**src/hw/exec_core_pkg.sv**
```systemverilog
//****************************************
// execute core shared types
// data width plus ALU and multiplier opcode enums
//****************************************
`default_nettype none

package exec_core_pkg;

  // integer datapath width
  parameter int XLEN = 64;

  // single-cycle ALU operations
  typedef enum logic [3:0] {
    ALU_ADD  = 4'd0,  // src1 + src2
    ALU_SUB  = 4'd1,  // src1 - src2
    ALU_AND  = 4'd2,
    ALU_OR   = 4'd3,
    ALU_XOR  = 4'd4,
    ALU_SLL  = 4'd5,  // shift left by src2[5:0]
    ALU_SRL  = 4'd6,  // logical shift right by src2[5:0]
    ALU_SLT  = 4'd7,  // signed less-than, result 0 or 1
    ALU_ADDI = 4'd8   // src1 + imm
  } alu_op_t;

  // multiplier result half select
  typedef enum logic {
    MUL_LO = 1'b0,  // bits 63:0 of the product
    MUL_HI = 1'b1   // bits 127:64 of the product
  } mul_op_t;

  // the product is always unsigned
  // both operands are taken as plain 64-bit magnitudes
  // the 128-bit product is built from four 32x32 pieces

endpackage : exec_core_pkg

`default_nettype wire

```
**src/hw/cdb_arbiter.sv**
```systemverilog
//****************************************
// common data bus arbiter
// multiplier first, ALU waits its turn
//****************************************
`default_nettype none

module cdb_arbiter import exec_core_pkg::*; #(
  parameter  int NUM_PR = 32,
  localparam int TAG_W  = $clog2(NUM_PR)
) (
  // ALU completion
  input  logic             alu_done,
  input  logic [TAG_W-1:0] alu_res_tag,
  input  logic [XLEN-1:0]  alu_res_value,
  // multiplier completion
  input  logic             mul_done,
  input  logic [TAG_W-1:0] mul_res_tag,
  input  logic [XLEN-1:0]  mul_res_value,
  // grant back to the ALU
  output logic             alu_grant,
  // the single broadcast
  output logic             cdb_valid,
  output logic [TAG_W-1:0] cdb_tag,
  output logic [XLEN-1:0]  cdb_value
);

  logic sel_mul;  // multiplier owns the bus
  logic sel_alu;  // ALU owns the bus

  // fixed priority, multiply can not wait
  assign sel_mul = mul_done;
  assign sel_alu = alu_done && !mul_done;

  assign alu_grant = sel_alu;  // frees the ALU holding reg
  assign cdb_valid = sel_mul || sel_alu;

  // bus mux, idle bus carries zeros
  always_comb begin
    if (sel_mul) begin
      cdb_tag   = mul_res_tag;
      cdb_value = mul_res_value;
    end else if (sel_alu) begin
      cdb_tag   = alu_res_tag;
      cdb_value = alu_res_value;
    end else begin
      cdb_tag   = '0;
      cdb_value = '0;
    end
  end

endmodule : cdb_arbiter

`default_nettype wire

```
**config.mk**
```make
export PLATFORM = sky130hd
export DESIGN_NAME = cdb_arbiter
export DESIGN_NICKNAME = d
export VERILOG_FILES = /design/src/hw/exec_core_pkg.sv /design/src/hw/cdb_arbiter.sv
export SDC_FILE = /design/constraint.sdc
export NUM_CORES = 1
export LEC_CHECK = 0
export ABC_CLOCK_PERIOD_IN_PS = 1800
export BUFFER_PORTS_ARGS = -buffer_cell sky130_fd_sc_hd__buf_2
export CORE_AREA = 2 2 82 84
export DETAILED_ROUTE_END_ITERATION = 6
export DIE_AREA = 0 0 84 86
export GPL_TIMING_DRIVEN = 1
export SETUP_SLACK_MARGIN = 0.02
export SLEW_MARGIN = 20
export SYNTH_ARGS = -nofsm -noshare
export SYNTH_HDL_FRONTEND = slang
export SYNTH_SLANG_ARGS = --single-unit
export TNS_END_PERCENT = 5
```
**constraint.sdc**
```tcl
create_clock -name vclk -period 1.8
set_input_delay 0.09 -clock vclk [all_inputs]
set_output_delay 0.09 -clock vclk [all_outputs]
set_load 0.01 [all_outputs]
```
==> flow_summary_export.csv, run 1 <==
group,metric,value,unit
outcome,outcome,"finished clean",
worst_setup_path,cpPeakStageDelay,0.28,ns
yosys,yosysUniqueCellTypes,6,
placement,dp_hpwl,3780,um
worst_setup_path,crit_top_cell,"buf_2",
drt,drtIter0Drc,28,
yosys,syn_inst,87,
drt,drtPass1Iterations,3,
placement,dp.cells,362,
floorplanning,floorplan.initialDensity,11.92,%
placement,placedInstanceArea,0.001812,mm2
worst_hold_path,hold_path_class,"in2out",
final_layout,instances_no_fill,362,
yosys,syn-cell-area,748.2,um2
power,p_leak,1.146,nW
timing,finalSetupTns,0,ns
timing,finalHoldViolCount,0,
worst_setup_path,crit_end,"cdb_value[19]",
drt,post-route-drc-count,0,
timing,finalSetupViolCount,0,
worst_setup_path,crit_chain,"buf_2 > nor2b_4 > buf_12 > a22o_1 > buf_2",
floorplanning,die-height,86,um
yosys,synth.avg_cell_area,8.600,um2
placement,io_buffers,211,
worst_setup_path,end_kind,"primary output",
drt,num_vias,1578,
worst_setup_path,cp_slowest_cell,"buf_12",
timing,relSlewSlack,74.47,%
final_layout,n_clock_buffer,0,
worst_setup_path,path_max_fanout,70,
floorplanning,coreArea,0.006277,mm2
worst_setup_path,crit_family,"buffers and inverters",
clocking,cts_hold_buffers,0,
drt,wirelength,4387,um
timing,fmax,967.3,MHz
yosys,yosysWarnings,0,
drt,ant_nets,0,
run,maxCapViolations,0,
grt,grt_usage,10.14,%
floorplanning,rows,29,
power,p_per_area,274.3,mW/mm2
final_layout,areaGrowthSynthToFinish,142.1,%
final_layout,nets,427,
worst_setup_path,critical_path_buf_inv_count,3,
drt,via_per_inst,4.359,
timing,period_share,57.43,%
worst_setup_path,crit_arrival,0.94,ns
timing,hold-worst-slack,0.4744,ns
floorplanning,io_pins,211,
final_layout,drive_gt1_share,75.44,%
grt,antenna_found_initial,0,
grt,grt_pass1_wl,6375,um
timing,layout_setup_ws,0.7662,ns
yosys,synthTopCellsByArea,"a22o_1 81%, buf_6 14%, clkbuf_1 3.0%, nor2b_2 1.2%, or2_1 0.84%",
power,finalPower,0.4970,mW
final_layout,seq_cell_count,0,
yosys,synth_top_area_cell,"a22o_1",
worst_setup_path,startpoint,"mul_done",
floorplanning,fp.dieW,84,um
final_layout,num-fill-cells,712,
timing,tightest_slew,0.3830,ns
timing,rsz0062_at_grt,"no",
floorplanning,die-area,0.007224,mm2
final_layout,post-route-util,28.86,%
drt,wire_per_inst,12.12,um
grt,grt_start_max_net_pins,71,
yosys,syn_nets,227,
worst_setup_path,cp.depth,5,
final_layout,antennaDiodeCount,0,
grt,grt_pass1_vias,1472,
timing,drv_slew,0,
yosys,ys_seq_area_share,0,%
yosys,synth_top_area_share,80.77,%
placement,pre_cts_slack,0.7602,ns
worst_setup_path,cp-start-kind,"primary input",
final_layout,fin_area,0.001812,mm2
clocking,cts-resized-gates,0,
worst_setup_path,crit_required,1.71,ns
clocking,post_cts_buffers,0,
placement,place_congestion,0.7588,
final_layout,regArea,0,um2
grt,gr-total-overflow,0,
power,worst_ir_drop_vdd,0.1721,mV
timing,min_period,1.034,ns
worst_setup_path,worstSetupPathType,"in2out",
[kinds of logic after synthesis]
group                  after synthesis  synth area share (%)
AOI/OAI and AO/OA                   69                 80.77
and+or+nand+nor                      2                 2.007
buffers and inverters               16                 17.22
[synthesized netlist by cell type, drive strengths merged]
cell type	n
a22o	69
buf	10
clkbuf	6
nor2b	1
or2	1
[final cells by class]
cell class	count	area, um2	share of cell area, %
timing repair buffer	214	1091	60.22
multi-input combinational	71	624.3	34.46
tap	77	96.34	5.318
[tightest hold or removal path: stages]
cell    delay, ns
buf_2        0.07
a22o_1       0.10
buf_2        0.12
[worst min path at each step]
| stage | slack (ns) | to | cells after the start | startpoint |
|---|---|---|---|---|
| floorplan | 0.30 | cdb_valid | 1 | alu_done |
| global placement | 0.47 | cdb_value[20] | 3 | alu_res_value[20] |
| detailed placement | 0.48 | cdb_value[46] | 3 | alu_res_value[46] |
| CTS | 0.48 | cdb_value[46] | 3 | alu_res_value[46] |
| global route | 0.48 | cdb_value[26] | 3 | alu_res_value[26] |
| finish | 0.47 | cdb_value[46] | 3 | alu_res_value[46] |
[layout by cell type, fill, tap and decap left out]
cell,synthesis,layout
buf_2,1,211
a22o_1,69,69
buf_4,0,2
nor2b_4,0,1
or2_1,1,1
buf_12,0,1
[layer usage]
metal	GRT usage (%)	wire length [um]	up-vias
li1	-	-	781
met1	11.15	1545	675
met2	21.31	2292	120
met3	1.540	534	2
met4	0.2933	14	0
met5	0	0	-
[where the power goes]
part	internal, mW	switching (mW)
Sequential	0	0
Clock	0	0
Combinational	0.276	0.220
No activity file was read; power rests on OpenSTA's default activity.
==> run 2, diff against run 1 <==
--- a/config.mk
+++ b/config.mk
@@ -5,11 +5,11 @@
 export SDC_FILE = /design/constraint.sdc
 export NUM_CORES = 1
 export LEC_CHECK = 0
-export ABC_CLOCK_PERIOD_IN_PS = 1800
+export ABC_CLOCK_PERIOD_IN_PS = 1070
 export BUFFER_PORTS_ARGS = -buffer_cell sky130_fd_sc_hd__buf_2
-export CORE_AREA = 2 2 82 84
+export CORE_AREA = 2 2 81 83
 export DETAILED_ROUTE_END_ITERATION = 6
-export DIE_AREA = 0 0 84 86
+export DIE_AREA = 0 0 83 85
 export GPL_TIMING_DRIVEN = 1
 export SETUP_SLACK_MARGIN = 0.02
 export SLEW_MARGIN = 20
==> constraint.sdc (replaced) <==
create_clock -name vclk -period 1.07
set_input_delay 0.0535 -clock vclk [all_inputs]
set_output_delay 0.0535 -clock vclk [all_outputs]
set_load 0.01 [all_outputs]
==> flow_summary_export.csv, run 2 (synthesis gave the netlist of run 1 again) <==
group,metric,value,unit
timing,finalSetupTns,0,ns
worst_setup_path,crit_family,"buffers and inverters",
power,p_per_area,462.0,mW/mm2
drt,via_per_inst,4.374,
worst_hold_path,hold-path-endpoint,"cdb_value[1]",
floorplanning,die-height,85,um
drt,drtIter0Drc,26,
placement,dp.cells,364,
worst_hold_path,hold_path_class,"in2out",
timing,relSlewSlack,80.63,%
floorplanning,io_pins,211,
power,p_leak,1.164,nW
timing,period_share,87.81,%
grt,antenna_found_initial,0,
grt,grt_pass1_vias,1409,
drt,wirelength,4410,um
drt,drtPass1Iterations,4,
clocking,cts_hold_buffers,0,
worst_hold_path,worstHoldStart,"alu_res_value[1]",
placement,place_congestion,0.7785,
floorplanning,rows,29,
final_layout,final_common_cell,"buf_2",
final_layout,antennaDiodeCount,0,
grt,grt_usage,10.42,%
worst_setup_path,crit_arrival,0.89,ns
final_layout,nets,429,
placement,dp_hpwl,3792,um
worst_hold_path,min_path_cells,3,
run,maxCapViolations,0,
final_layout,drive_gt1_share,75.61,%
grt,grt_start_max_net_pins,41,
final_layout,instances_no_fill,364,
worst_setup_path,end_kind,"primary output",
worst_setup_path,cp_slowest_cell,"buf_12",
floorplanning,fp.dieW,83,um
clocking,cts-resized-gates,0,
worst_setup_path,crit_chain,"buf_2 > nor2b_4 > buf_12 > a22o_1 > buf_2",
placement,io_buffers,211,
final_layout,n_clock_buffer,0,
worst_setup_path,crit_top_cell,"buf_2",
final_layout,seq_cell_count,0,
worst_setup_path,startpoint,"mul_done",
worst_setup_path,crit_required,1.02,ns
worst_setup_path,path_max_fanout,34,
final_layout,final_cell_mix,"211 x buf_2, 69 x a22o_1, 3 x buf_12, 2 x buf_4",
final_layout,num-fill-cells,672,
timing,tightest_slew,0.2906,ns
floorplanning,floorplan.initialDensity,12.06,%
worst_setup_path,worstSetupPathType,"in2out",
drt,ant_nets,0,
final_layout,regArea,0,um2
floorplanning,die-area,0.007055,mm2
drt,post-route-drc-count,0,
drt,wire_per_inst,12.12,um
grt,gr-total-overflow,0,
timing,rsz0062_at_grt,"no",
final_layout,areaGrowthSynthToFinish,147.5,%
timing,min_period,0.9395,ns
timing,layout_setup_ws,0.1305,ns
worst_setup_path,critical_path_buf_inv_count,3,
timing,hold-worst-slack,0.3993,ns
clocking,post_cts_buffers,0,
grt,grt_pass1_wl,6410,um
power,worst_ir_drop_vdd,0.1940,mV
floorplanning,coreArea,0.006205,mm2
timing,finalSetupViolCount,0,
drt,num_vias,1592,
timing,drv_slew,0,
worst_setup_path,cpPeakStageDelay,0.21,ns
placement,pre_cts_slack,0.1392,ns
timing,finalHoldViolCount,0,
worst_setup_path,cp-start-kind,"primary input",
timing,fmax,1064,MHz
outcome,outcome,"finished clean",
-- run 2: changes by cell type in the layout (fill, tap and decap cells not counted) --
cell,before,now
buf_12,1,3
-- run 2: tightest hold or removal path, stage by stage --
cell and delay [ns]:
buf_2 0.07, a22o_1 0.10, buf_2 0.12
-- run 2: area by class of cell --
cell class	instances	area, um2	area share (%)
tap	77	96.34	5.203
timing repair buffer	216	1131	61.08
multi-input combinational	71	624.3	33.72
-- run 2: metal layers --
layer  track usage, %  part of all wire [%]  vias to the layer above
met1            12.30                    37                      691
met4           0.2981                  0.52                        0
met2            21.04                    53                      113
li1                 -                     -                      784
met3            1.265                   9.6                        4
met5                0                     0                        -
-- run 2: how the worst max path moves through the flow --
stage                          endpoint  slack (ns)  cells after the start
after global routing      cdb_value[22]        0.07                      5
final                     cdb_value[27]        0.13                      5
after CTS                  cdb_value[9]        0.14                      5
after global placement    cdb_value[22]        0.15                      5
after detailed placement   cdb_value[9]        0.14                      5
after floorplan              cdb_tag[0]        0.31                      5
-- run 2: stage by stage --
stage / instance area [um2] / util [%] / power [mW]
2_1_floorplan: 748.2 / - / 0.4062
3_3_place_gp: 1852 / 29.84 / 0.8519
3_5_place_dp: 1852 / 29.84 / 0.8612
4_1_cts: 1852 / 29.84 / 0.8637
5_1_grt: 1852 / 29.84 / 0.9301
6_report: 1852 / 29.84 / 0.8555
-- run 2: power breakdown --
part           total [mW]  leakage, nW  switching (mW)  internal [mW]
Clock                   0            0               0              0
Sequential              0            0               0              0
Combinational       0.855         1.16           0.375          0.480
